### config.mk
export PLATFORM = sky130hd
export DESIGN_NAME = lsu_align
export DESIGN_NICKNAME = d
export VERILOG_FILES = /design/src/hdl/lsu_pkg.sv /design/src/hdl/lsu_align.sv
export VERILOG_INCLUDE_DIRS = /design/src /design/src/hdl
export SDC_FILE = /design/constraint.sdc
export NUM_CORES = 1
export LEC_CHECK = 0
export BUFFER_PORTS_ARGS = -buffer_cell sky130_fd_sc_hd__buf_2
export CAP_MARGIN = 20
export CORE_MARGIN = 2
export CORE_UTILIZATION = 37
export DETAILED_ROUTE_END_ITERATION = 16
export GPL_ROUTABILITY_DRIVEN = 1
export PLACE_DENSITY = 0.87
export SLEW_MARGIN = 30
export SYNTH_ARGS = -nofsm -noshare
export SYNTH_HDL_FRONTEND = slang
export SYNTH_SLANG_ARGS = --single-unit
### constraint.sdc
create_clock -name vclk -period 2.7
set_input_delay 0.81 -clock vclk [all_inputs]
set_output_delay 0.81 -clock vclk [all_outputs]
set_load 0.03 [all_outputs]
### src/hdl/lsu_consts.svh
`ifndef LSU_CONSTS_SVH
`define LSU_CONSTS_SVH

////////////////////////////////////////////////////////////////////////////
// memory and bus sizing
////////////////////////////////////////////////////////////////////////////

// data memory depth in 32-bit words, addresses wrap.
`define LSU_MEM_WORDS 1024

// lowest byte address of the input port window.
`define LSU_IO_BASE 32'hFFFF0000

// data path width.
`define LSU_XLEN 32

`endif
### src/hdl/lsu_pkg.sv
`include "lsu_consts.svh"

package lsu_pkg;

    ////////////////////////////////////////////////////////////////////////////
    // operations
    ////////////////////////////////////////////////////////////////////////////

    typedef enum logic [2:0] {
        LB,
        LH,
        LW,
        LBU,
        LHU,
        SB,
        SH,
        SW
    } lsu_op_e;

    ////////////////////////////////////////////////////////////////////////////
    // payloads
    ////////////////////////////////////////////////////////////////////////////

    typedef struct packed {
        lsu_op_e               op;
        logic [31:0]           addr;
        logic [`LSU_XLEN-1:0]  wdata;
    } lsu_req_t;

    typedef struct packed {
        logic [29:0]           word_adr;  // byte address without offset.
        logic [3:0]            sel;
        logic                  we;
        logic [`LSU_XLEN-1:0]  wdata;     // already in its lanes.
        lsu_op_e               op;
        logic [1:0]            offset;
        logic                  fault;
    } lsu_bus_req_t;

    typedef struct packed {
        logic [`LSU_XLEN-1:0]  rdata;     // raw word from the bus.
        lsu_op_e               op;
        logic [1:0]            offset;
        logic                  fault;
    } lsu_bus_rsp_t;

    typedef struct packed {
        logic [`LSU_XLEN-1:0]  data;
        logic                  fault;
    } lsu_rsp_t;

endpackage

### src/hdl/lsu_align.sv
`timescale 1ns/1ns

module lsu_align (
    input  logic                  in_valid,
    output logic                  in_ready,
    input  lsu_pkg::lsu_req_t     in_req,
    output logic                  out_valid,
    input  logic                  out_ready,
    output lsu_pkg::lsu_bus_req_t out_req
);
    import lsu_pkg::*;

    logic        is_byte;
    logic        is_half;
    logic        is_store;
    logic [1:0]  offset;
    logic        misaligned;
    logic [3:0]  sel;
    logic [31:0] lane_data;

    // pure decode, handshake passes straight through.
    assign out_valid = in_valid;
    assign in_ready  = out_ready;

    assign offset = in_req.addr[1:0];

    always_comb
    begin
        is_byte  = 1'b0;
        is_half  = 1'b0;
        is_store = 1'b0;
        case (in_req.op)
            LB, LBU:
                is_byte = 1'b1;
            LH, LHU:
                is_half = 1'b1;
            SB:
            begin
                is_byte  = 1'b1;
                is_store = 1'b1;
            end
            SH:
            begin
                is_half  = 1'b1;
                is_store = 1'b1;
            end
            SW:
                is_store = 1'b1;
            default:
                is_store = 1'b0; // LW.
        endcase
    end

    // halfword needs even, word needs 4-aligned.
    assign misaligned = is_half ? offset[0] : (!is_byte && (offset != 2'b00));

    always_comb
    begin
        if (is_byte)
        begin
            sel       = 4'b0001 << offset;
            lane_data = {24'b0, in_req.wdata[7:0]} << {offset, 3'b000};
        end
        else if (is_half)
        begin
            sel       = 4'b0011 << offset;
            lane_data = {16'b0, in_req.wdata[15:0]} << {offset, 3'b000};
        end
        else
        begin
            sel       = 4'b1111;
            lane_data = in_req.wdata;
        end
    end

    always_comb
    begin
        out_req.word_adr = in_req.addr[31:2];
        out_req.op       = in_req.op;
        out_req.offset   = offset;
        out_req.fault    = misaligned;
        out_req.sel      = misaligned ? 4'b0000 : sel;
        out_req.we       = is_store && !misaligned;
        out_req.wdata    = misaligned ? '0 : lane_data;
    end

endmodule

==> run_results.csv <==
group,metric,value,unit
drt,first_iter_violations,240,
sta,min_period,3.017,ns
hold_path,min_path_type,"input pin to primary output",
floorplanning,die_h,71.32,um
cells_and_area,register_area,0,um2
logic_synthesis,synthDistinctLibCells,39,
place,pre_cts_slack,-0.4132,ns
setup_path,critPathRequiredTime,1.89,ns
drt,vias,2361,
logic_synthesis,syn_inst,241,
drt,via_per_inst,6.085,
outcome,status,"finished with violations",
logic_synthesis,ys_warn_count,0,
logic_synthesis,yosys.area.top_type,"buf_4",
clock_network,ctsHoldBuffers,0,
logic_synthesis,synthTopCellsByArea,"buf_4, a21oi_1, mux2_2",
cells_and_area,fill_cells,232,
setup_path,slowest_delay,0.31,ns
drt,first_pass_iters,5,
setup_path,crit_fanout,11,
logic_synthesis,synth_fa_ha_area_share,2.985,%
setup_path,slowest_stage,"nor3b_4",
floorplanning,initial_core_util,38.51,%
logic_synthesis,synth.most_common_cell,"buf_4",
logic_synthesis,synth_top_family_by_area,"compound AO/OA/AOI/OAI gates",
cells_and_area,multiInputGateArea,1964,um2
cells_and_area,diodes,0,
hold_path,holdPathStages,0,
global_routing,grt_pass1_vias,2254,
sta,timing.slew.headroom,71.66,%
drt,wl_per_cell,20.18,um
logic_synthesis,synth_area,1677,um2
cells_and_area,area_growth,107.0,%
logic_synthesis,synth_xor_xnor_area_share,0.5224,%
sta,rsz0062_at_grt,"yes",
setup_path,cpMostUsedCell,"buf_6",
sta,hold_viol,0,
setup_path,worst_setup_path_end_kind,"primary output",
floorplanning,row_count,24,
cells_and_area,nFlopsAndLatches,0,
logic_synthesis,ys_seq_area_share,0,%
place,place.gp.congestion,0.9242,
hold_path,hold_path_end,"out_req[43]",
drt,ant_nets,0,
cells_and_area,final_cells,388,
floorplanning,core-area,4354,um2
logic_synthesis,synth-simple-area-share,22.69,%
sta,setup_ws,-0.3167,ns
outcome,violations,"negative setup slack",
logic_synthesis,synth_nets,314,
floorplanning,die_area,5086,um2
setup_path,path_cells,"buf_6, buf_6, nor3b_4, o21ai_0, o32a_1, nor3_4, buf_6",
setup_path,critPathArrivalTime,2.21,ns
cells_and_area,nClkBuffers,0,
place,io_buffers,80,
global_routing,antenna_found_initial,0,
floorplanning,die_w,71.32,um
cells_and_area,finalNetCount,411,
setup_path,crit_path_start_kind,"input pin",
sta,timing.fmax,0.3315,GHz
global_routing,grt_use_total,26.92,%
sta,period_share,111.7,%
logic_synthesis,synth_compound_area_share,37.91,%
logic_synthesis,synth.area.mux_share,10.82,%
logic_synthesis,avgSynthCellArea,6.957,um2
drt,drc,0,
floorplanning,io_pins,144,
cells_and_area,drive_gt1_share,74.40,%
sta,setup_viol,37,
place,dp_hpwl,4805,um
global_routing,grt_pass1_wl,11270,um
logic_synthesis,synth_top_area_share,19.25,%
drt,wirelength,7830,um
sta,tightest_slew,0.4206,ns
hold_path,hold_start,"in_req[34]",
logic_synthesis,netlist_top_cells_count,"buf_4, a21oi_1, o21ai_0",
place,post-place-cells,365,
global_routing,grt-ovfl-total,0,
power_and_ir_drop,powerDensity,252.6,nW/um2
global_routing,grt_max_degree,19,
setup_path,crit_type,"input pin to primary output",
flow_run,maxCapViolCount,0,
power_and_ir_drop,ir_worst_vdd,0.1829,mV
power_and_ir_drop,p_leak,1.459,nW
sta,maxSlewViolCount,0,
logic make-up (layout without fill, tap and decap cells):
group           Yosys count  after routing
buf+inv                  63            157
fa+ha+maj                 4              4
compound gates           87             88
mux                      17             17
xor+xnor                  1              1
simple gates             69             69
repair_timing:
| action | CTS | global route |
|---|---|---|
| gates resized for setup | 117 | 49 |
| endpoints found under the setup margin | 37 | 37 |
| buffers inserted | 13 | 8 |
| gates cloned | 3 | 0 |
| pin swaps | 12 | 38 |
per-stage QoR:
stage | instance area [um2] | setup TNS (ns) | utilization, % | hold slack, ns | total power [mW]
after floorplan | 2190 | -4.269 | - | 1.752 | 0.5588
after global placement | 2601 | -11.45 | 59.74 | 1.620 | 0.6340
after detailed placement | 2601 | -12.33 | 59.74 | 1.620 | 0.6443
after CTS | 3211 | -6.311 | 73.74 | 1.620 | 0.7958
after global routing | 3471 | -8.893 | 79.71 | 1.620 | 0.9114
final | 3471 | -7.844 | 79.71 | 1.620 | 0.8768
cell usage in the layout (no fill, tap or decap), types with 3 or more instances in the layout:
cell type and n:
a21oi_2 5, and2_1 6, buf_4 45, and2_4 8, a2bb2oi_2 6, mux2i_4 6, a211oi_4 8, a21oi_1 16
o2bb2ai_4 7, a21oi_4 5, buf_2 38, or2b_1 4, buf_6 51, nand2b_1 4, mux2_2 7, a211o_1 8
ha_1 3, nor3_4 9, nand2b_4 4, nor2_1 11, buf_12 8, nand2_1 4, o21ai_0 16, buf_8 5
nand2_2 5
area by class of cell:
type / count / share of cell area (%)
well taps: 52 / 1.875
multi-input cells: 179 / 56.60
inverters: 7 / 1.190
repair buffers: 150 / 40.34
worst max-delay path: cells and delay by family:
kind                   cells  cell delay [ns]
buffers and inverters      3             0.40
AO/OA/AOI/OAI              2             0.46
AND/OR/NAND/NOR            2             0.53
routing by layer:
metal	routed length [um]	GRT usage [%]
met1	2877	33.82
met2	4054	50.51
met3	652	1.688
met4	246	5.241
met5	0	0
worst max path at each step:
stage                     from     endpoint  slack, ns
floorplan           in_req[65]  out_req[30]      -0.25
global placement    in_req[66]  out_req[20]      -0.38
detailed placement  in_req[66]  out_req[30]      -0.41
CTS                 in_req[65]  out_req[30]      -0.25
global route        in_req[66]  out_req[21]      -0.36
finish              in_req[66]  out_req[21]      -0.32
report_power, final:
group,internal [mW],switching (mW),total [mW]
clock,0,0,0
combinational,0.414,0.463,0.877
sequential,0,0,0
total,0.414,0.463,0.877
Power figures use the tool's default switching activity.
