## config.mk

```make
export PLATFORM = sky130hd
export DESIGN_NAME = lsu_load_extract
export DESIGN_NICKNAME = d
export VERILOG_FILES = /design/src/hdl/lsu_pkg.sv /design/src/hdl/lsu_load_extract.sv
export VERILOG_INCLUDE_DIRS = /design/src /design/src/hdl
export SDC_FILE = /design/constraint.sdc
export NUM_CORES = 1
export LEC_CHECK = 0
export ABC_AREA = 1
export BUFFER_PORTS_ARGS = -buffer_cell sky130_fd_sc_hd__buf_2
export CORE_UTILIZATION = 46
export DETAILED_ROUTE_END_ITERATION = 12
export PLACE_DENSITY = 0.9
export SETUP_SLACK_MARGIN = 0.2
export SYNTH_ARGS = -nofsm -noshare
export SYNTH_HDL_FRONTEND = slang
export SYNTH_SLANG_ARGS = --single-unit
```

## constraint.sdc

```tcl
create_clock -name vclk -period 1.1
set_input_delay 0.11 -clock vclk [all_inputs]
set_output_delay 0.11 -clock vclk [all_outputs]
set_load 0.03 [all_outputs]
```

## src/hdl/lsu_consts.svh

```systemverilog
`ifndef LSU_CONSTS_SVH
`define LSU_CONSTS_SVH

////////////////////////////////////////////////////////////////////////////
// memory and bus sizing
////////////////////////////////////////////////////////////////////////////

// data memory depth in 32-bit words, addresses wrap.
`define LSU_MEM_WORDS 1024

// lowest byte address of the input port window.
`define LSU_IO_BASE 32'hFFFF0000

// data path width.
`define LSU_XLEN 32

`endif
```

## src/hdl/lsu_pkg.sv

```systemverilog
`include "lsu_consts.svh"

package lsu_pkg;

    ////////////////////////////////////////////////////////////////////////////
    // operations
    ////////////////////////////////////////////////////////////////////////////

    typedef enum logic [2:0] {
        LB,
        LH,
        LW,
        LBU,
        LHU,
        SB,
        SH,
        SW
    } lsu_op_e;

    ////////////////////////////////////////////////////////////////////////////
    // payloads
    ////////////////////////////////////////////////////////////////////////////

    typedef struct packed {
        lsu_op_e               op;
        logic [31:0]           addr;
        logic [`LSU_XLEN-1:0]  wdata;
    } lsu_req_t;

    typedef struct packed {
        logic [29:0]           word_adr;  // byte address without offset.
        logic [3:0]            sel;
        logic                  we;
        logic [`LSU_XLEN-1:0]  wdata;     // already in its lanes.
        lsu_op_e               op;
        logic [1:0]            offset;
        logic                  fault;
    } lsu_bus_req_t;

    typedef struct packed {
        logic [`LSU_XLEN-1:0]  rdata;     // raw word from the bus.
        lsu_op_e               op;
        logic [1:0]            offset;
        logic                  fault;
    } lsu_bus_rsp_t;

    typedef struct packed {
        logic [`LSU_XLEN-1:0]  data;
        logic                  fault;
    } lsu_rsp_t;

endpackage

```

## src/hdl/lsu_load_extract.sv

```systemverilog
`timescale 1ns/1ns

module lsu_load_extract (
    input  logic                  in_valid,
    output logic                  in_ready,
    input  lsu_pkg::lsu_bus_rsp_t in_rsp,
    output logic                  out_valid,
    input  logic                  out_ready,
    output lsu_pkg::lsu_rsp_t     out_rsp
);
    import lsu_pkg::*;

    logic [7:0]  byte_val;
    logic [15:0] half_val;
    logic [31:0] word_shift;

    assign out_valid = in_valid;
    assign in_ready  = out_ready;

    // move the addressed lane down to bit 0.
    assign word_shift = in_rsp.rdata >> {in_rsp.offset, 3'b000};
    assign byte_val   = word_shift[7:0];
    assign half_val   = word_shift[15:0];

    always_comb
    begin
        out_rsp.fault = in_rsp.fault;
        if (in_rsp.fault)
            out_rsp.data = '0;
        else
        begin
            case (in_rsp.op)
                LB:
                    out_rsp.data = {{24{byte_val[7]}}, byte_val};
                LH:
                    out_rsp.data = {{16{half_val[15]}}, half_val};
                LW:
                    out_rsp.data = in_rsp.rdata;
                LBU:
                    out_rsp.data = {24'b0, byte_val};
                LHU:
                    out_rsp.data = {16'b0, half_val};
                default:
                    out_rsp.data = '0; // stores.
            endcase
        end
    end

endmodule

```

==> run metrics, run 1 <==
status=did not finish; Fail Step=global routing; Err=[ERROR DPL-0038] Utilization greater than 100%, impossible to legalize; Die Y=54.0 microns; Worst EP Category=top-level output; Placed Area=1850 sq um; I/O pin count=between 70 and 80; Synth cell types=19; Ys Warns=0; synth cell count leaders=121 x nand2_1, 43 x inv_1, 26 x nand3_1; pin count of the biggest net entering global routing=25; leading post-synthesis cells by cell area=nand2_1 37%, inv_1 13%, nand3_1 10%, nand3_2 8.9%, nor2_1 6.9%; leading area contributor after synthesis=nand2_1; HPWL after DPL=approximately 3000 microns; number of port buffers=71; Post-Syn Instances=~270; pre-CTS setup slack=-0.251 ns; Die Wd=54.0 microns; FP Rows=18; worst_ep grt=out_rsp[20]; initial core utilization=49.3%; syn_nets=312; Syn Area/Cell=4.57 sq um; Yosys top cell area share=36.6%; GP Congestion=roughly 0.8; register area share after synthesis=0%; Hold Buf Count CTS=0; Synth Cell Area=about 1200 sq um; placed insts=375; most frequent cell after synthesis=nand2_1
-- cell families after synthesis --
kind of cell    synth area share, %
simple gates                   66.5
buf+inv                        23.9
compound gates                 9.67
-- repair_timing --
action | 4_1_cts
resized for setup | 115
pin swaps | 8
cloned | 3
endpoints found under the setup margin | 32
buffers inserted | 5
-- stage by stage --
| stage | hold WS, ns | TNS, ns |
|---|---|---|
| 2_1_floorplan | 0.347 | 0 |
| 3_3_place_gp | 0.220 | -5.73 |
| 3_5_place_dp | 0.220 | -6.40 |
| 4_1_cts | 0.220 | -2.55 |
==> run 2, diff against run 1 <==
--- a/config.mk
+++ b/config.mk
@@ -8,10 +8,10 @@
 export LEC_CHECK = 0
 export ABC_AREA = 1
 export BUFFER_PORTS_ARGS = -buffer_cell sky130_fd_sc_hd__buf_2
-export CORE_UTILIZATION = 46
+export CORE_AREA = 2 2 63 65
 export DETAILED_ROUTE_END_ITERATION = 12
-export PLACE_DENSITY = 0.9
-export SETUP_SLACK_MARGIN = 0.2
+export DIE_AREA = 0 0 65 67
+export PLACE_DENSITY_LB_ADDON = 0.15
 export SYNTH_ARGS = -nofsm -noshare
 export SYNTH_HDL_FRONTEND = slang
 export SYNTH_SLANG_ARGS = --single-unit
==> run metrics, run 2 <==
status=finished with violations; failing checks=setup timing; Post-Syn Instances=272; Arrival @ worst endpoint=1.14 ns; DRT antenna net count=0; Slowest Stage Delay on Critical Path=approximately 0.22 ns; grt ovf=0; die area=approximately 4400 sq um; Worst Slack Setup Final=-0.153 ns; met2 usage=46.3%; FF+latch count=0; I/O pin count=75; Worst Tran Pin Value=0.280 ns; Rel. slew slack=between 80% and 90%; layer with the highest usage=met2; HPWL after DPL=3320 microns; Max Fclk=about 0.8 GHz; multi-input logic area=1310 sq um; GP Congestion=0.824; area grow syn2layout=110%; Final Max Tran Viols=0; syn_nets=312; FP Rows=22; leading area contributor after synthesis=nand2_1; Hold Buf Count CTS=0; Synth Cell Area=roughly 1200 sq um; worst vdd ir=0.201 mV; global routing usage on met3=0.676%; clk_buf instances=0; hold path startpoint=out_ready; most frequent cell after synthesis=nand2_1; DR DRC count=0; Final Cycle Share=114%; register area=0 sq um; CP Cell Sequence=buf_8 > inv_6 > nand2_4 > nor2_4 > nand3_4 > clkbuf_16 > nand3_2 > nand2_1 > inv_2 > buf_6; fraction of layout cells with a size suffix above 1=a little under three fifths; commonest cells after routing, fill and taps aside=92 x nand2_1, 38 x buf_6, 34 x buf_2; Crit path max-delay family=buffers and inverters; DRT Wirelength=5460 microns; first-pass GRT wire length=8250 microns; worst min path class=input port to primary output; Synth Area in Simple Gates=66.5%; Final Power=0.00110 W; vias in the first global route=approximately 1.9k; Synth cell types=19; Vias/cell=4.96; initial core utilization=34.5%; sequential share of power=0%; Critical Path Start Type=input port; number of port buffers=71; crit path buf inv count=5; Pre-antenna DRT Iters=5; register area share after synthesis=0%; internal power=0.000484 W; GRT Total Usage=23.7%; Min Clock Period, post-route=about 1.3 ns; critical path's slowest cell=clkbuf_16; mux share of post-synthesis cell area=0%; largest family of logic cells by synthesized area=simple AND/OR/NAND/NOR gates; FILL cells=301; DR vias=2027; CP endpoint=out_rsp[30]; CP Class=input port to primary output; crit path max fanout=6; Yosys top cell area share=about 37%; TNS Setup=-3.72 ns; initial DRC count=roughly 110; clock power share=0%; Synth Area in XOR/XNOR=0%; Die Wd=65 microns; WP depth=10; switching share of total power=55.9%; Gate power share=100.0%; pre-CTS setup slack=-0.233 ns; Ys Warns=0; initial antenna violation count=0; post-synthesis compound-gate area fraction=9.67%; pin count of the biggest net entering global routing=25; Setup violations, final=32; synth cell count leaders=121 x nand2_1, 43 x inv_1, 26 x nand3_1; leading post-synthesis cells by cell area=nand2_1 37%, inv_1 13%, nand3_1 10%, nand3_2 8.9%, nor2_1 6.9%; Psw=0.000613 W; CP Capture Type=primary output; ANT cells=0; final hold vios=0; critical path data required time=0.99 ns; MaxCap Viol Count=0; nets=403; worst setup path start=in_rsp[3]; leak pwr=1.54 nW; Adder-Cell Fraction of Synth Area=0%; unrepaired setup endpoints after global routing=true; Pwr per Cell Area=421 nW/um^2; GRT met1 Usage=29.4%; Die Y=67 microns; commonest non-fill, non-tap cell in the layout=nand2_1; post-DR wirelength/cell=13.3 microns; CORE AREA=3610 sq um; Syn Area/Cell=4.57 sq um
run 2: cell counts after synthesis:
No cell type changed its count.
run 2: metrics by stage:
step / cell area [sq um] / instances / util (%) / hold slack [ns]
4_1_cts: 2380 / 407 / 66.1 / 0.220
3_5_place_dp: 1850 / 398 / 51.4 / 0.220
6_report: 2610 / 409 / 72.3 / 0.220
3_3_place_gp: 1850 / 398 / 51.4 / 0.220
5_1_grt: 2610 / 409 / 72.3 / 0.220
2_1_floorplan: 1340 / 272 / - / 0.352
run 2: final cells by class:
| class | instances | share of cell area [%] |
|---|---|---|
| inverter | 45 | 7.34 |
| tap | 48 | 2.30 |
| timing repair buffer | 105 | 40.1 |
| multi-input combinational | 211 | 50.2 |
run 2: worst min path at each step:
stage | end | slack [ns] | cells after the start
2_1_floorplan | in_ready | 0.35 | 1
4_1_cts | out_valid | 0.22 | 0
3_5_place_dp | out_valid | 0.22 | 0
3_3_place_gp | out_valid | 0.22 | 0
5_1_grt | in_ready | 0.22 | 0
6_report | in_ready | 0.22 | 0
run 2: cell families (layout without fill, tap and decap cells):
group	Yosys count	after routing
buffers and inverters	62	150
AO/OA/AOI/OAI	24	24
AND/OR/NAND/NOR	186	187
run 2: timing repair:
item | in CTS | in global routing
pin swaps | 8 | 7
setup buffers | 4 | 0
setup endpoints to repair | 32 | 32
resized for setup | 119 | 50
gates cloned | 5 | 2
run 2: per-layer routing:
| layer | wire [microns] | part of all wire, % |
|---|---|---|
| met1 | 2110 | 39 |
| met2 | 2990 | 55 |
| met3 | 232 | 4.3 |
| met4 | 121 | 2.2 |
| met5 | 0 | 0 |
run 2: power by group through the flow:
stage          Clock, W  Combinational, W  Sequential [W]
2_1_floorplan         0          0.000524               0
3_3_place_gp          0          0.000781               0
3_5_place_dp          0          0.000785               0
4_1_cts               0          0.000996               0
5_1_grt               0           0.00118               0
6_report              0           0.00110               0
(Power assumes the default switching activity.)
