$ cat src/hdl/lsu_consts.svh
`ifndef LSU_CONSTS_SVH
`define LSU_CONSTS_SVH

////////////////////////////////////////////////////////////////////////////
// memory and bus sizing
////////////////////////////////////////////////////////////////////////////

// data memory depth in 32-bit words, addresses wrap.
`define LSU_MEM_WORDS 1024

// lowest byte address of the input port window.
`define LSU_IO_BASE 32'hFFFF0000

// data path width.
`define LSU_XLEN 32

`endif
$ cat src/hdl/lsu_pkg.sv
`include "lsu_consts.svh"

package lsu_pkg;

    ////////////////////////////////////////////////////////////////////////////
    // operations
    ////////////////////////////////////////////////////////////////////////////

    typedef enum logic [2:0] {
        LB,
        LH,
        LW,
        LBU,
        LHU,
        SB,
        SH,
        SW
    } lsu_op_e;

    ////////////////////////////////////////////////////////////////////////////
    // payloads
    ////////////////////////////////////////////////////////////////////////////

    typedef struct packed {
        lsu_op_e               op;
        logic [31:0]           addr;
        logic [`LSU_XLEN-1:0]  wdata;
    } lsu_req_t;

    typedef struct packed {
        logic [29:0]           word_adr;  // byte address without offset.
        logic [3:0]            sel;
        logic                  we;
        logic [`LSU_XLEN-1:0]  wdata;     // already in its lanes.
        lsu_op_e               op;
        logic [1:0]            offset;
        logic                  fault;
    } lsu_bus_req_t;

    typedef struct packed {
        logic [`LSU_XLEN-1:0]  rdata;     // raw word from the bus.
        lsu_op_e               op;
        logic [1:0]            offset;
        logic                  fault;
    } lsu_bus_rsp_t;

    typedef struct packed {
        logic [`LSU_XLEN-1:0]  data;
        logic                  fault;
    } lsu_rsp_t;

endpackage

$ cat src/hdl/lsu_wb_master.sv
`timescale 1ns/1ns

module lsu_wb_master (
    input  logic                  clk,
    input  logic                  arst_n,
    input  logic                  in_valid,
    output logic                  in_ready,
    input  lsu_pkg::lsu_bus_req_t in_req,
    output logic                  out_valid,
    input  logic                  out_ready,
    output lsu_pkg::lsu_bus_rsp_t out_rsp,
    output logic                  wb_cyc,
    output logic                  wb_stb,
    output logic                  wb_we,
    output logic [29:0]           wb_adr,
    output logic [3:0]            wb_sel,
    output logic [31:0]           wb_dat_w,
    input  logic [31:0]           wb_dat_r,
    input  logic                  wb_ack
);
    typedef enum logic [1:0] {
        ST_IDLE,
        ST_BUS,
        ST_RESP
    } state_e;

    state_e state;
    logic   in_fire;

    assign in_ready  = (state == ST_IDLE);
    assign out_valid = (state == ST_RESP);
    assign in_fire   = in_valid && in_ready;

    ////////////////////////////////////////////////////////////////////////////
    // control
    ////////////////////////////////////////////////////////////////////////////

    always_ff @(posedge clk or negedge arst_n)
    begin
        if (!arst_n)
        begin
            state  <= ST_IDLE;
            wb_cyc <= 1'b0;
            wb_stb <= 1'b0;
        end
        else
        begin
            case (state)
                ST_IDLE:
                    if (in_fire)
                    begin
                        if (in_req.fault)
                            state <= ST_RESP; // no bus cycle.
                        else
                        begin
                            state  <= ST_BUS;
                            wb_cyc <= 1'b1;
                            wb_stb <= 1'b1;
                        end
                    end
                ST_BUS:
                    if (wb_ack)
                    begin
                        state  <= ST_RESP;
                        wb_cyc <= 1'b0;
                        wb_stb <= 1'b0;
                    end
                default:
                    if (out_ready)
                        state <= ST_IDLE;
            endcase
        end
    end

    ////////////////////////////////////////////////////////////////////////////
    // bus and response payload
    ////////////////////////////////////////////////////////////////////////////

    always_ff @(posedge clk)
    begin
        if (in_fire)
        begin
            wb_we          <= in_req.we;
            wb_adr         <= in_req.word_adr;
            wb_sel         <= in_req.sel;
            wb_dat_w       <= in_req.wdata;
            out_rsp.op     <= in_req.op;
            out_rsp.offset <= in_req.offset;
            out_rsp.fault  <= in_req.fault;
            out_rsp.rdata  <= '0;
        end
        else if (state == ST_BUS && wb_ack)
            out_rsp.rdata <= wb_dat_r;
    end

endmodule

$ cat config.mk
export PLATFORM = sky130hd
export DESIGN_NAME = lsu_wb_master
export DESIGN_NICKNAME = d
export VERILOG_FILES = /design/src/hdl/lsu_pkg.sv /design/src/hdl/lsu_wb_master.sv
export VERILOG_INCLUDE_DIRS = /design/src /design/src/hdl
export SDC_FILE = /design/constraint.sdc
export NUM_CORES = 1
export LEC_CHECK = 0
export BUFFER_PORTS_ARGS = -buffer_cell sky130_fd_sc_hd__buf_4
export CAP_MARGIN = 10
export CORE_AREA = 2 2 117 119
export DETAILED_ROUTE_END_ITERATION = 8
export DIE_AREA = 0 0 119 121
export PLACE_DENSITY_LB_ADDON = 0.25
export SLEW_MARGIN = 0
export SYNTH_ARGS = -nofsm -noshare
export SYNTH_HDL_FRONTEND = slang
export SYNTH_SLANG_ARGS = --single-unit
$ cat constraint.sdc
create_clock -name clk -period 3.9 [get_ports clk]
set_input_delay 0.585 -clock clk [delete_from_list [all_inputs] [get_ports clk]]
set_output_delay 0.585 -clock clk [all_outputs]
set_load 0.03 [all_outputs]
==> results summary <==
CTS saw 108 sinks. The count of mapped cells out of synthesis is 270. The number of different library cells in the post-synthesis netlist came out at 22. The area taken by flip-flops and latches came out at 2910 um2. The yosys synthesis warning count is 0.

In this run the number of H-tree levels came out at 3. The power per standard cell area is 644 nW/um2. The worst setup path is captured at an output pin. The maximum fanout encountered on the critical timing path is 72. The final critical delay including setup and external delays came out at 2.20 ns. The total congestion overflow came out at 0.

The fill cell instance count of the final layout came out at 1,220. The total power is 0.00382 W. The flow ran to the end, and the final reports show no timing, DRC or antenna violations.

Summed over all cells, the static leakage comes to 2.41 nW. The area overhead of the layout relative to synthesis came out at 52.1%. The total detailed-routing wirelength came out at 10.4 mm. The total via count after detailed routing is 2,955. The core box area is 13,100 um2.

The multi-input combinational cells in the finished layout cover a total of 749 um2. The routed wirelength normalized by instance count came out at 15.7 um. The floorplan has 42 rows. The longest clock path from root to sink contains 2 buffers.

The data arrival time of the critical path came out at 1.61 ns. 0 antenna diodes ended up in the layout. The half-perimeter wire length after placement came out at 7.54 mm. In the final design database the tool counted 593 nets. The top-level I/O count is 219. The antenna violation net count after detailed routing is 0. The count of endpoints failing hold in the final timing report is 0.

The initial utilization of the core area, before any placement, comes to 0.298. Across the run, the number of max-cap violations was 0. The global-route total usage across every layer came out at 0.140. At the pin with the least slew margin, the transition time is 0.911 ns. Setup violations remaining at the end of the flow were counted as 0. The via count of the first global-routing pass is 2,756. The clock-pin slew on the worst setup and hold paths is 0.07 ns. The portion of the clock cycle consumed by the worst path in the final layout came out at 0.564. The clock insertion delay at the later pin of the skew report came out at 0.35 ns. The largest net degree at the start of global routing came out at 74. In the final layout, the share of cells above drive strength 1 is 0.491. The length of the first detailed-routing pass in iterations is 4. The final number of max-transition violations is 0. For the final routed database, the setup TNS stands at 0 ns. Timing would allow up to 455 MHz. The largest voltage drop on the vdd net came out at 271 uV.

Setup repair after global routing left no endpoint under its margin. The number of buffers inserted by port buffering is 218. The mean number of vias per cell came out at 4.46. The area of the mapped netlist came out at 3900 um2.

The number of design-rule violations left by the first detailed-router iteration is 254. TritonCTS built the clock tree. The type of the worst min-delay path is in -> reg.

The tightest hold margin is 0.411 ns. The critical path is of the reg -> out type. The cell sitting at the root of the clock tree is a sky130_fd_sc_hd__clkbuf_16.

The number of antenna violations at the first check in global routing is 0. The first global-routing pass estimated 15.2 mm of wire. The number of storage elements in the synthesis netlist is 108. The number of buffers created by CTS is 9.

Routability-driven placement finished with a final weighted congestion of 0.775. The synthesized net count is 380. The portion of the post-synthesis area used by sequential elements is 0.746.

In this run the vertical extent of the chip is 121 um. The tightest slew margin relative to the limit is 0.393. A synthesized cell averages 14.4 um2. The floorplan step set the die width to 119 um. STA classifies the critical path startpoint as a flop. The worst-case clock skew came out at 0.00842 ns. The area of the die came out at 14,400 um2. The critical path required time came out at 3.31 ns. After detailed routing, the number of remaining DRC violations is 0.
[cells in the mapped netlist]
cell | number | area share
sky130_fd_sc_hd__dfxtp_1 | 32 | 0.16
sky130_fd_sc_hd__buf_6 | 4 | 0.012
sky130_fd_sc_hd__and2_1 | 1 | 0.0016
sky130_fd_sc_hd__edfxtp_1 | 73 | 0.56
sky130_fd_sc_hd__o221ai_1 | 32 | 0.072
sky130_fd_sc_hd__nor2b_1 | 3 | 0.0048
sky130_fd_sc_hd__nor2_1 | 1 | 0.00096
sky130_fd_sc_hd__buf_2 | 4 | 0.0051
sky130_fd_sc_hd__a22oi_1 | 1 | 0.0019
sky130_fd_sc_hd__dfrtp_1 | 3 | 0.019
sky130_fd_sc_hd__nand3b_1 | 34 | 0.066
sky130_fd_sc_hd__a221o_1 | 1 | 0.0026
sky130_fd_sc_hd__clkbuf_1 | 7 | 0.0067
sky130_fd_sc_hd__or3b_2 | 1 | 0.0022
sky130_fd_sc_hd__nand2b_1 | 1 | 0.0016
sky130_fd_sc_hd__buf_4 | 4 | 0.0077
sky130_fd_sc_hd__inv_1 | 32 | 0.031
sky130_fd_sc_hd__o21ba_2 | 1 | 0.0026
sky130_fd_sc_hd__a21oi_1 | 1 | 0.0013
sky130_fd_sc_hd__or4b_1 | 1 | 0.0026
sky130_fd_sc_hd__nand3_1 | 1 | 0.0013
sky130_fd_sc_hd__nand2_1 | 32 | 0.031
[layer usage]
| metal | global-route usage | share of wire | vias to the layer above |
|---|---|---|---|
| met4 | 0.0513 | 0.014 | 0 |
| met5 | 0 | 0 | - |
| met2 | 0.231 | 0.50 | 151 |
| met1 | 0.166 | 0.40 | 1382 |
| met3 | 0.0569 | 0.092 | 9 |
| li1 | - | - | 1413 |
[kinds of logic (layout without fill, tap and decap cells)]
group                  count (synthesis)  count (layout)  share of synthesized area
flip-flops                           108             108                      0.746
buffers and inverters                 51             268                     0.0620
AND/OR/NAND/NOR                       75              75                      0.111
AO/OA/AOI/OAI                         36              36                     0.0803
[area by class of cell]
cell class / instances / area share
clock buffer: 9 / 0.0380
tap: 176 / 0.0372
multi-input combinational: 111 / 0.126
sequential: 108 / 0.491
inverter: 32 / 0.0203
timing repair buffer: 221 / 0.280
clock inverter: 6 / 0.00697
[registers in the layout, summed over array words and instances, names as in the netlist]
register / cells
out_rsp: 38
state: 2
wb_adr: 30
wb_dat_w: 32
wb_sel: 4
wb_stb: 1
wb_we: 1
[worst max-delay path, cell delays in order (launching register included)]
cell                      delay, ns
sky130_fd_sc_hd__dfrtp_2       0.36
sky130_fd_sc_hd__buf_4         0.53
sky130_fd_sc_hd__nor2b_1       0.15
sky130_fd_sc_hd__buf_4         0.21
[power breakdown]
| group | switching (W) | internal [W] |
|---|---|---|
| sequential | 0.000110 | 0.00152 |
| clock | 0.000391 | 0.000430 |
| combinational | 0.000905 | 0.000465 |
[through the flow]
| step | instance area (um2) | std cells | setup WS [ns] | utilization |
|---|---|---|---|---|
| floorplan | 3900 | 270 | 0.702 | - |
| global placement | 5650 | 647 | 1.98 | 0.432 |
| detailed placement | 5650 | 647 | 1.86 | 0.432 |
| CTS | 5930 | 663 | 1.67 | 0.453 |
| global route | 5930 | 663 | 1.58 | 0.453 |
| finish | 5930 | 663 | 1.70 | 0.453 |
[final timing paths]
check                                  from           end  slack (ns)  cells past startpoint
min in group asynchronous            arst_n        wb_stb        0.61                      2
worst max register to register     state[0]   out_rsp[14]        1.91                      3
worst min-delay path             in_req[36]  wb_dat_w[30]        0.41                      1
worst min register to register  out_rsp[18]   out_rsp[18]        0.53                      2
worst max-delay path               state[0]     out_valid        1.70                      3
max in group asynchronous            arst_n      state[0]        3.19                      2
[repair_timing]
item / 4_1_cts / 5_1_grt
resized for setup: 0 / 0
hold buffers: 1 / 0
hold endpoints to repair: 3 / 0
setup buffers: 0 / 0
[cell usage in the layout, fill, tap and decap left out, drive strengths merged]
cell / count
nor2: 1
or4b: 1
a221o: 1
clkinvlp: 1
buf: 220
a22oi: 1
clkbuf: 9
nand2: 32
nand3: 1
a21oi: 1
and2: 1
nor2b: 3
inv: 33
or3b: 1
o21ba: 1
clkinv: 4
nand2b: 1
dfrtp: 3
nand3b: 34
dfxtp: 32
dlygate4sd3: 1
edfxtp: 73
o221ai: 32
(Power assumes the default switching activity.)
