[config.mk]
export PLATFORM = sky130hd
export DESIGN_NAME = lsu_skid_buffer
export DESIGN_NICKNAME = d
export VERILOG_FILES = /design/src/hdl/lsu_skid_buffer.sv
export SDC_FILE = /design/constraint.sdc
export NUM_CORES = 1
export LEC_CHECK = 0
export ABC_AREA = 1
export ABC_CLOCK_PERIOD_IN_PS = 3300
export BUFFER_PORTS_ARGS = -buffer_cell sky130_fd_sc_hd__clkbuf_2
export CAP_MARGIN = 10
export CELL_PAD_IN_SITES_DETAIL_PLACEMENT = 0
export CELL_PAD_IN_SITES_GLOBAL_PLACEMENT = 1
export CORE_ASPECT_RATIO = 1.25
export CORE_MARGIN = 4
export CORE_UTILIZATION = 40
export DETAILED_ROUTE_END_ITERATION = 6
export PLACE_DENSITY_LB_ADDON = 0.1
export SETUP_SLACK_MARGIN = 0.2
export SYNTH_ARGS = -nofsm -noshare
export SYNTH_HDL_FRONTEND = slang
export SYNTH_SLANG_ARGS = --single-unit
[constraint.sdc]
create_clock -name clk -period 3.3 [get_ports clk]
set_clock_uncertainty 0.2 [all_clocks]
set_input_delay 0.495 -clock clk [delete_from_list [all_inputs] [get_ports clk]]
set_output_delay 0.495 -clock clk [all_outputs]
set_load 0.005 [all_outputs]
[src/hdl/lsu_skid_buffer.sv]
`timescale 1ns/1ns

module lsu_skid_buffer #(
    parameter type payload_t = logic [31:0]
) (
    input  logic     clk,
    input  logic     arst_n,
    input  logic     in_valid,
    output logic     in_ready,
    input  payload_t in_data,
    output logic     out_valid,
    input  logic     out_ready,
    output payload_t out_data
);
    logic     skid_valid;
    payload_t skid_data;
    logic     in_fire;
    logic     out_free;

    // ready comes from a flop, never from out_ready.
    assign in_ready = !skid_valid;
    assign in_fire  = in_valid && in_ready;
    assign out_free = !out_valid || out_ready;

    always_ff @(posedge clk or negedge arst_n)
    begin
        if (!arst_n)
        begin
            out_valid  <= 1'b0;
            skid_valid <= 1'b0;
        end
        else if (out_free)
        begin
            if (skid_valid)
            begin
                out_valid  <= 1'b1; // drain the skid slot first.
                skid_valid <= 1'b0;
            end
            else
                out_valid <= in_fire;
        end
        else if (in_fire)
            skid_valid <= 1'b1; // output stalled, park it.
    end

    always_ff @(posedge clk)
    begin
        if (out_free)
        begin
            if (skid_valid)
                out_data <= skid_data;
            else if (in_fire)
                out_data <= in_data;
        end
        else if (in_fire)
            skid_data <= in_data;
    end

endmodule

==> out/results.ini, run 1 <==
[clock_tree]
cts_buffers=9
ctsResizeCount=0
cts_tree=built
max-clock-path-buffers=2
cts-root-buf=clkbuf_8
cts.clk_slew.worst_paths_ps=70
insertion_delay_ps=330
cts-hold-fix-buffers=1
cts_num_sinks=66
post-cts-setup-buffers=0
htreeDepth=3

[sta]
slew_headroom_pct=41.5
rsz0062_at_grt=false
worst_pin_slew_ps=875
fin_setup_tns_ps=0
finalCritPeriodShare_pct=74.3
fmax_ghz=0.408
layout_min_cycle_time_ps=2450
setup_viol=0
hold_violations=0
maxSlewViolCount=0

[power_and_ir_drop]
p_leak_nw=1.33
ir_drop_uv=317
p_per_area_nw_per_um2=585
finalPower_mw=1.81

[global_route]
grt.overflow.total=0
grt.total_usage_pct=12.9
grt_max_degree=35
antenna_found_initial=0
grt_pass1_wl_um=7000
grt_pass1_vias=1451

[route]
drt_pass1_iterations=6
routed_wl_um=4490
viasPerCell=4.33
vias=1494
ant_nets=0
drtIter0Drc=107
drcViolationCount=0
post_drt_wl_per_cell_um=13.0

[yosys]
yosysTopAreaCell=edfxtp_1
synth_area_um2=2510
yosysMostFrequentCell=nand2_1
syn_avg_cell_area_um2=13.9
synth.top_cell.area_share_pct=76.6
synth-edff-count=64
yosys.cell_types.count=10
ys_seq_area_share_pct=78.6
syn_inst=180
syn_nets=216
async_flop_share_pct=3.03
synth_seq_cells=66
synthFlopType=edfxtp_1
yosysWarnings=0
ys_top_cells_by_count=84 x nand2_1, 64 x edfxtp_1, 15 x nand2_2, 5 x nor2_1, 3 x buf_6
synthTopCellsByArea=edfxtp_1 77%, nand2_1 13%, nand2_2 3.7%

[critical_path]
critPathRequiredTime_ps=3060
worst-endpoint-arrival_ps=2210
start_kind=register
critPathKind=register to register
crit_fanout=34
reg2reg_to=skid_data[31]
r2r_cells=3
r2r_setup_slack_ps=850
r2r_start=skid_valid
crit_path_end_kind=register

[placement]
gp_congestion=0.742
place_inst=328
port_buffers=69
hpwlAfterDp_um=2970

[layout]
antennaDiodeCount=0
fin_nets=291
layout-drive-gt1-share_pct=38.8
area_delta_synth_final_pct=23.2
instances_no_fill=345

[job]
cap_viol_max_count=0

[die]
die_w_um=78.8
core_area_um2=6130
boundaryPins=70
dieHeight_um=96.5
rows=32
dieArea_um2=7610
initial_core_util_pct=40.9

[min_path]
worstHoldPathType=input pin to register
min_to=skid_data[28]
hold_depth=1
min_from=in_data[28]

[run_status]
status=finished clean

==> worst max path at each step <==
stage	startpoint	to	slack, ps
6_report	skid_valid	skid_data[31]	850
4_1_cts	skid_valid	skid_data[17]	780
3_5_place_dp	skid_valid	skid_data[16]	790
5_1_grt	skid_valid	skid_data[18]	630
2_1_floorplan	skid_valid	skid_data[0]	700
3_3_place_gp	skid_valid	skid_data[16]	820
==> routing by layer <==
metal  global-route usage (%)  up-vias  routed length [µm]
met5                        0        -                   0
met4                     7.59        0                  92
met3                     4.73        9                 236
met2                     20.5       48                2210
met1                     15.1      687                1950
li1                         -      750                   -
==> power by group <==
group          switching (mW)  internal [mW]
Clock                   0.294          0.343
Sequential             0.0200          0.992
Combinational          0.0957         0.0617
==> critical path, cell delays in order, from the launching register on <==
cell,delay (ps)
dfrtp_1,670
inv_8,360
nand2_1,140
nor2_4,670
==> cell families after synthesis <==
logic type,count (synthesis),synth area share [%]
flops,66,78.6
simple gates,104,17.1
buf+inv,10,4.29
==> area by class of cell <==
type / instances / area [µm²]
clock inverter: 6 / 57.6
clock buffer: 10 / 128
sequential: 66 / 1970
timing repair buffer: 71 / 363
tap: 85 / 106
inverter: 3 / 18.8
multi-input combinational: 104 / 443
fill: 561 / 3040
==> cell usage in the layout, fill, tap and decap left out <==
cell,n
buf_4,1
bufinv_16,1
clkbuf_1,1
clkbuf_2,69
clkbuf_8,9
clkinv_1,2
clkinv_2,1
clkinvlp_4,2
dfrtp_1,2
dlygate4sd3_1,1
edfxtp_1,64
inv_1,2
inv_8,1
nand2_1,84
nand2_2,15
nor2_1,3
nor2_4,2
==> stage by stage <==
stage / cell area [µm²] / util (%) / setup WS, ps / hold slack [ps]
global placement: 2890 / 47.2 / 822 / 87.6
CTS: 3090 / 50.4 / 781 / 137
finish: 3090 / 50.4 / 849 / 154
detailed placement: 2890 / 47.2 / 794 / 85.8
global route: 3090 / 50.4 / 629 / 125
floorplan: 2510 / - / 703 / -0.591
==> registers in the layout, summed over array words and instances, names as in the netlist <==
register	count
out_valid	1
out_data	32
skid_data	32
skid_valid	1
No activity file was read; power rests on OpenSTA's default activity.
==> run 2: changes to the inputs <==
--- a/config.mk
+++ b/config.mk
@@ -6,7 +6,7 @@
 export NUM_CORES = 1
 export LEC_CHECK = 0
 export ABC_AREA = 1
-export ABC_CLOCK_PERIOD_IN_PS = 3300
+export ABC_CLOCK_PERIOD_IN_PS = 2400
 export BUFFER_PORTS_ARGS = -buffer_cell sky130_fd_sc_hd__clkbuf_2
 export CAP_MARGIN = 10
 export CELL_PAD_IN_SITES_DETAIL_PLACEMENT = 0
==> constraint.sdc (replaced) <==
create_clock -name clk -period 2.4 [get_ports clk]
set_clock_uncertainty 0.2 [all_clocks]
set_input_delay 0.36 -clock clk [delete_from_list [all_inputs] [get_ports clk]]
set_output_delay 0.36 -clock clk [all_outputs]
set_load 0.005 [all_outputs]
==> out/results.ini, run 2 (synthesized netlist as in run 1, its figures left out) <==
[min_path]
worstHoldPathType=input pin to register  ; unchanged
hold_depth=1  ; unchanged
min_to=skid_data[29]  ; was skid_data[28]
min_from=in_data[29]  ; was in_data[28]

[sta]
slew_headroom_pct=70.6  ; was 41.5%
worst_pin_slew_ps=441  ; was 875 ps
rsz0062_at_grt=false  ; unchanged
fin_setup_tns_ps=0  ; unchanged
hold_violations=0  ; unchanged
maxSlewViolCount=0  ; unchanged
fmax_ghz=0.501
whs_ps=21.8  ; was 154 ps
setup_ws_ps=403  ; was 849 ps
layout_min_cycle_time_ps=2000
finalCritPeriodShare_pct=83.2
setup_viol=0  ; unchanged

[global_route]
grt_pass1_wl_um=7360  ; was 7000 µm
grt.overflow.total=0  ; unchanged
grt_pass1_vias=1486  ; was 1451
antenna_found_initial=0  ; unchanged
grt.total_usage_pct=13.1  ; was 12.9%
grt_max_degree=34  ; was 35

[job]
cap_viol_max_count=0  ; unchanged

[layout]
reg.largest.list=out_data x32, skid_data x32  ; unchanged
layout-drive-gt1-share_pct=39.2  ; was 38.8%
antennaDiodeCount=0  ; unchanged
layout_common_cells=84 x nand2_1, 69 x clkbuf_2, 64 x edfxtp_1  ; unchanged
fill_cells=584  ; was 561
area_delta_synth_final_pct=23.3  ; was 23.2%
final_common_cell=nand2_1  ; unchanged
fin_nets=294  ; was 291

[power_and_ir_drop]
p_comb_share_pct=9.7  ; was 8.7%
switching_power_mw=0.544  ; was 0.410 mW
p_leak_nw=1.34  ; was 1.33 nW
seqPwrFrac_pct=58.6  ; was 56.0%
p_per_area_nw_per_um2=765  ; was 585 nW/µm²
switching_share_pct=23.0  ; was 22.7%
p_int_mw=1.82  ; was 1.40 mW
ir_drop_uv=446  ; was 317 µV
clock_power_share_pct=31.7  ; was 35.3%

[critical_path]
max_stage_delay_ps=450  ; was 670 ps
start_kind=register  ; unchanged
crit_path_end_kind=output port  ; was register
r2r_start=skid_valid  ; unchanged
worst-endpoint-arrival_ps=1440  ; was 2210 ps
critPathKind=register to output port  ; was register to register
cp.buffers_inverters=3  ; was 1
cp_top_family=buffers and inverters  ; was simple AND/OR/NAND/NOR gates
reg2reg_to=skid_data[12]  ; was skid_data[31]
critPathRequiredTime_ps=1840  ; was 3060 ps
r2r_setup_slack_ps=740  ; was 850 ps
crit_fanout=33  ; was 34
r2r_cells=4  ; was 3
crit_chain=inv_8 > buf_4 > clkbuf_2  ; was inv_8 > nand2_1 > nor2_4
slowest_stage=dfrtp_1  ; unchanged

[clock_tree]
cts.clk_slew.worst_paths_ps=70  ; about the same
cts_buffers=9  ; unchanged
cts_tree=built  ; unchanged
post-cts-setup-buffers=0  ; unchanged
cts-root-buf=clkbuf_8  ; unchanged
max-clock-path-buffers=2  ; unchanged
cts_num_sinks=66  ; unchanged
htreeDepth=3  ; unchanged
insertion_delay_ps=330  ; about the same

[route]
wl_met3_um=289  ; was 236 µm
routed_wl_um=4570  ; was 4490 µm
highest_layer=met4  ; unchanged
ant_nets=0  ; unchanged
drtIter0Drc=67  ; was 107
routed-wl-met2_um=2370  ; was 2210 µm
vias=1489  ; was 1494
wl_met1_um=1860  ; was 1950 µm
viasPerCell=4.28  ; was 4.33
post_drt_wl_per_cell_um=13.1  ; was 13.0 µm
drt_pass1_iterations=4  ; was 6
drcViolationCount=0  ; unchanged

[die]
core_area_um2=6130  ; unchanged
rows=32  ; unchanged
dieHeight_um=96.5  ; unchanged
dieArea_um2=7610  ; unchanged
boundaryPins=70  ; unchanged
initial_core_util_pct=40.9  ; unchanged
die_w_um=78.8  ; unchanged

[placement]
hpwlAfterDp_um=2990  ; was 2970 µm
gp_congestion=0.666  ; was 0.742
place_ws_ps=673  ; was 794 ps
port_buffers=69  ; unchanged

[run_status]
status=finished clean  ; unchanged

run 2: cell types whose count changed in the layout (fill, tap and decap cells not counted), sizes merged:
cell and delta:
buf +3, clkinvlp -2, clkinv +1, bufinv -1, clkbuf +2
run 2: worst register-to-register path, cell delays in order (launching register included):
cell	delay, ps
dfrtp_1	450
inv_8	70
nand2_1	70
nor2_4	330
buf_12	230
run 2: repair_timing:
item,CTS,global route
gates resized for setup,0,0
hold endpoints to repair,2,0
setup endpoints to repair,0,0
hold buffers,1,0
run 2: power by group through the flow:
stage | clock [mW] | sequential (mW) | combinational, mW
after floorplan | 0 | 1.41 | 0.122
after global placement | 0 | 1.41 | 0.233
after detailed placement | 0 | 1.41 | 0.236
after CTS | 0.775 | 1.39 | 0.238
after global routing | 0.825 | 1.39 | 0.265
final | 0.750 | 1.39 | 0.231
run 2: per-stage QoR:
step | util [%] | instances | instance area [µm²] | total power, mW
global route | 50.5 | 348 | 3090 | 2.48
floorplan | - | 180 | 2510 | 1.54
CTS | 50.5 | 348 | 3090 | 2.40
finish | 50.5 | 348 | 3090 | 2.37
detailed placement | 47.8 | 331 | 2930 | 1.65
global placement | 47.8 | 331 | 2930 | 1.64
run 2: how the worst max path moves through the flow:
| stage | start | endpoint | depth (start not counted) |
|---|---|---|---|
| global route | skid_valid | in_ready | 3 |
| global placement | out_ready | skid_data[23] | 5 |
| CTS | skid_valid | in_ready | 3 |
| detailed placement | out_ready | skid_data[22] | 5 |
| finish | skid_valid | in_ready | 3 |
| floorplan | skid_valid | skid_data[0] | 4 |
run 2: cell type report:
class                           instances  area, µm²  share of cell area (%)
Multi-Input combinational cell        104        443                    14.3
Clock buffer                           12        135                    4.37
Timing Repair Buffer                   74        398                    12.9
Inverter                                3       18.8                   0.607
Clock inverter                          4       18.8                   0.607
Sequential cell                        66       1970                    63.8
Tap cell                               85        106                    3.44
run 2: layer usage:
metal | track usage, % | up-vias
met3 | 4.17 | 4
met4 | 6.45 | 0
met1 | 15.7 | 680
met2 | 21.7 | 46
li1 | - | 759
met5 | 0 | -
==> run 3: changes to the inputs <==
--- a/config.mk
+++ b/config.mk
@@ -5,8 +5,8 @@
 export SDC_FILE = /design/constraint.sdc
 export NUM_CORES = 1
 export LEC_CHECK = 0
-export ABC_AREA = 1
-export ABC_CLOCK_PERIOD_IN_PS = 2400
+export ABC_AREA = 0
+export ABC_CLOCK_PERIOD_IN_PS = 2000
 export BUFFER_PORTS_ARGS = -buffer_cell sky130_fd_sc_hd__clkbuf_2
 export CAP_MARGIN = 10
 export CELL_PAD_IN_SITES_DETAIL_PLACEMENT = 0
==> constraint.sdc (replaced) <==
create_clock -name clk -period 2 [get_ports clk]
set_clock_uncertainty 0.2 [all_clocks]
set_input_delay 0.3 -clock clk [delete_from_list [all_inputs] [get_ports clk]]
set_output_delay 0.3 -clock clk [all_outputs]
set_load 0.005 [all_outputs]
==> out/results.ini, run 3 <==
[sta]
fin_setup_tns_ps=0  ; unchanged
hold_violations=0  ; unchanged
layout_min_cycle_time_ps=1600
finalCritPeriodShare_pct=79.9
maxSlewViolCount=0  ; unchanged
slew_headroom_pct=80.6  ; was 70.6%
worst_pin_slew_ps=290  ; was 441 ps
setup_viol=0  ; unchanged
rsz0062_at_grt=false  ; unchanged
fmax_ghz=0.626

[critical_path]
crit_fanout=14  ; was 33
r2r_setup_slack_ps=420  ; was 740 ps
critPathKind=register to output port  ; unchanged
crit_path_end_kind=output port  ; unchanged
r2r_start=skid_valid  ; unchanged
r2r_cells=4  ; unchanged
worst-endpoint-arrival_ps=1100  ; was 1440 ps
critPathRequiredTime_ps=1500  ; was 1840 ps
reg2reg_to=out_data[21]  ; was skid_data[12]
start_kind=register  ; unchanged

[yosys]
synth_seq_cells=66  ; unchanged
syn_inst=109  ; was 180
synth-edff-count=64  ; unchanged
syn_nets=145  ; was 216
ys_top_cells_by_count=64 x edfxtp_1, 28 x mux2_4, 4 x mux2_2, 3 x buf_12  ; was 84 x nand2_1, 64 x edfxtp_1, 15 x nand2_2, 5 x nor2_1, 3 x buf_6
yosysMostFrequentCell=edfxtp_1  ; was nand2_1
yosys.cell_types.count=12  ; was 10
syn_avg_cell_area_um2=23.3  ; was 13.9 µm²
yosysTopAreaCell=edfxtp_1  ; unchanged
synthFlopType=edfxtp_1  ; unchanged
synth.top_cell.area_share_pct=75.6  ; was 76.6%
synthTopCellsByArea=edfxtp_1 76%, mux2_4 17%, buf_12 2.4%  ; was edfxtp_1 77%, nand2_1 13%, nand2_2 3.7%
async_flop_share_pct=3.03  ; unchanged
ys_seq_area_share_pct=77.5  ; was 78.6%
yosysWarnings=0  ; unchanged
synth_area_um2=2540  ; was 2510 µm²

[global_route]
grt.total_usage_pct=12.4  ; was 13.1%
grt.overflow.total=0  ; unchanged
grt_max_degree=19  ; was 34
antenna_found_initial=0  ; unchanged
grt_pass1_vias=1479  ; was 1486
grt_pass1_wl_um=7160  ; was 7360 µm

[clock_tree]
cts.clk_slew.worst_paths_ps=70  ; about the same
max-clock-path-buffers=2  ; unchanged
cts_tree=built  ; unchanged
cts_buffers=9  ; unchanged
htreeDepth=3  ; unchanged
cts-root-buf=clkbuf_8  ; unchanged
cts_num_sinks=66  ; unchanged
insertion_delay_ps=330  ; about the same

[route]
ant_nets=0  ; unchanged
vias=1402  ; was 1489
routed_wl_um=4450  ; was 4570 µm
drt_pass1_iterations=4  ; unchanged
viasPerCell=4.44  ; was 4.28
post_drt_wl_per_cell_um=14.1  ; was 13.1 µm
drtIter0Drc=72  ; was 67
drcViolationCount=0  ; unchanged

[placement]
gp_congestion=0.621  ; was 0.666
place_inst=265  ; was 331
port_buffers=69  ; unchanged
hpwlAfterDp_um=3020  ; was 2990 µm

[min_path]
hold_depth=3  ; was 1
min_from=in_valid  ; was in_data[29]
min_to=out_valid  ; was skid_data[29]
worstHoldPathType=input pin to register  ; unchanged

[die]
dieHeight_um=97.2  ; was 96.5 µm
dieArea_um2=7710  ; was 7610 µm²
rows=32  ; unchanged
boundaryPins=70  ; unchanged
die_w_um=79.3  ; was 78.8 µm
core_area_um2=6170  ; was 6130 µm²
initial_core_util_pct=41.3  ; was 40.9%

[run_status]
status=finished clean  ; unchanged

[layout]
layout-drive-gt1-share_pct=55.4  ; was 39.2%
layout_common_cells=69 x clkbuf_2, 64 x edfxtp_1, 33 x dlygate4sd3_1  ; was 84 x nand2_1, 69 x clkbuf_2, 64 x edfxtp_1
reg.largest.list=out_data x32, skid_data x32  ; unchanged
instances_no_fill=316  ; was 348
fin_nets=262  ; was 294
area_delta_synth_final_pct=40.3  ; was 23.3%
antennaDiodeCount=0  ; unchanged
final_common_cell=clkbuf_2  ; was nand2_1

[power_and_ir_drop]
ir_drop_uv=411  ; was 446 µV
p_leak_nw=1.45  ; was 1.34 nW
p_per_area_nw_per_um2=901  ; was 765 nW/µm²

[job]
cap_viol_max_count=0  ; unchanged

==> run 3: worst max-delay path: stages (launching register included) <==
cell,delay (ps)
dfrtp_2,420
buf_6,180
inv_1,60
clkbuf_2,100
==> run 3: layer usage <==
metal	up-vias	share of wire (%)	routed length (µm)	track usage [%]
met5	-	0	0	0
met4	0	1.3	57	6.35
met3	7	6.9	305	4.55
met2	52	50	2250	19.6
met1	682	41	1840	14.7
li1	661	-	-	-
==> run 3: final cells by class <==
class,instances,area (µm²)
clock inverters,7,93.8
multi-input cells,38,515
fillers,522,2600
well taps,85,106
inverters,1,3.75
clock buffers,9,124
repair buffers,110,752
flip-flops and latches,66,1970
==> run 3: cell families (layout without fill, tap and decap cells) <==
group         count (synthesis)  count (layout)  synth area share, %
simple gates                  6               6                 1.23
mux                          32              32                 18.3
buf+inv                       5             127                 2.95
flops                        66              66                 77.5
==> run 3: power breakdown <==
part / leakage [nW] / internal [mW] / switching (mW)
registers: 0.624 / 1.63 / 0.0232
clock network: 0.105 / 0.699 / 0.506
logic: 0.719 / 0.213 / 0.145
==> run 3: worst max-delay path by stage <==
stage,from,endpoint,cells past startpoint
6_report,skid_valid,in_ready,3
3_5_place_dp,skid_valid,out_data[4],2
5_1_grt,skid_valid,in_ready,3
2_1_floorplan,skid_valid,skid_data[0],3
4_1_cts,skid_valid,in_ready,3
3_3_place_gp,skid_valid,out_data[3],2
==> run 3: stage by stage <==
step | utilization (%) | area (µm²) | hold slack, ps | setup WS, ps | power (mW)
after floorplan | - | 2560 | -196 | -128 | 1.86
after global placement | 48.7 | 3000 | -110 | 387 | 1.98
after detailed placement | 48.7 | 3000 | -111 | 352 | 1.99
after CTS | 57.9 | 3570 | 19.9 | 375 | 3.26
after global routing | 57.9 | 3570 | 47.6 | 345 | 3.33
final | 57.9 | 3570 | 38.3 | 403 | 3.22
==> run 3: what timing repair did <==
action                                 CTS  global route
buffers inserted                         2             0
setup endpoints to repair                1             0
endpoints found under the hold margin   34             0
resized for setup                        1             0
hold buffers                            33             0
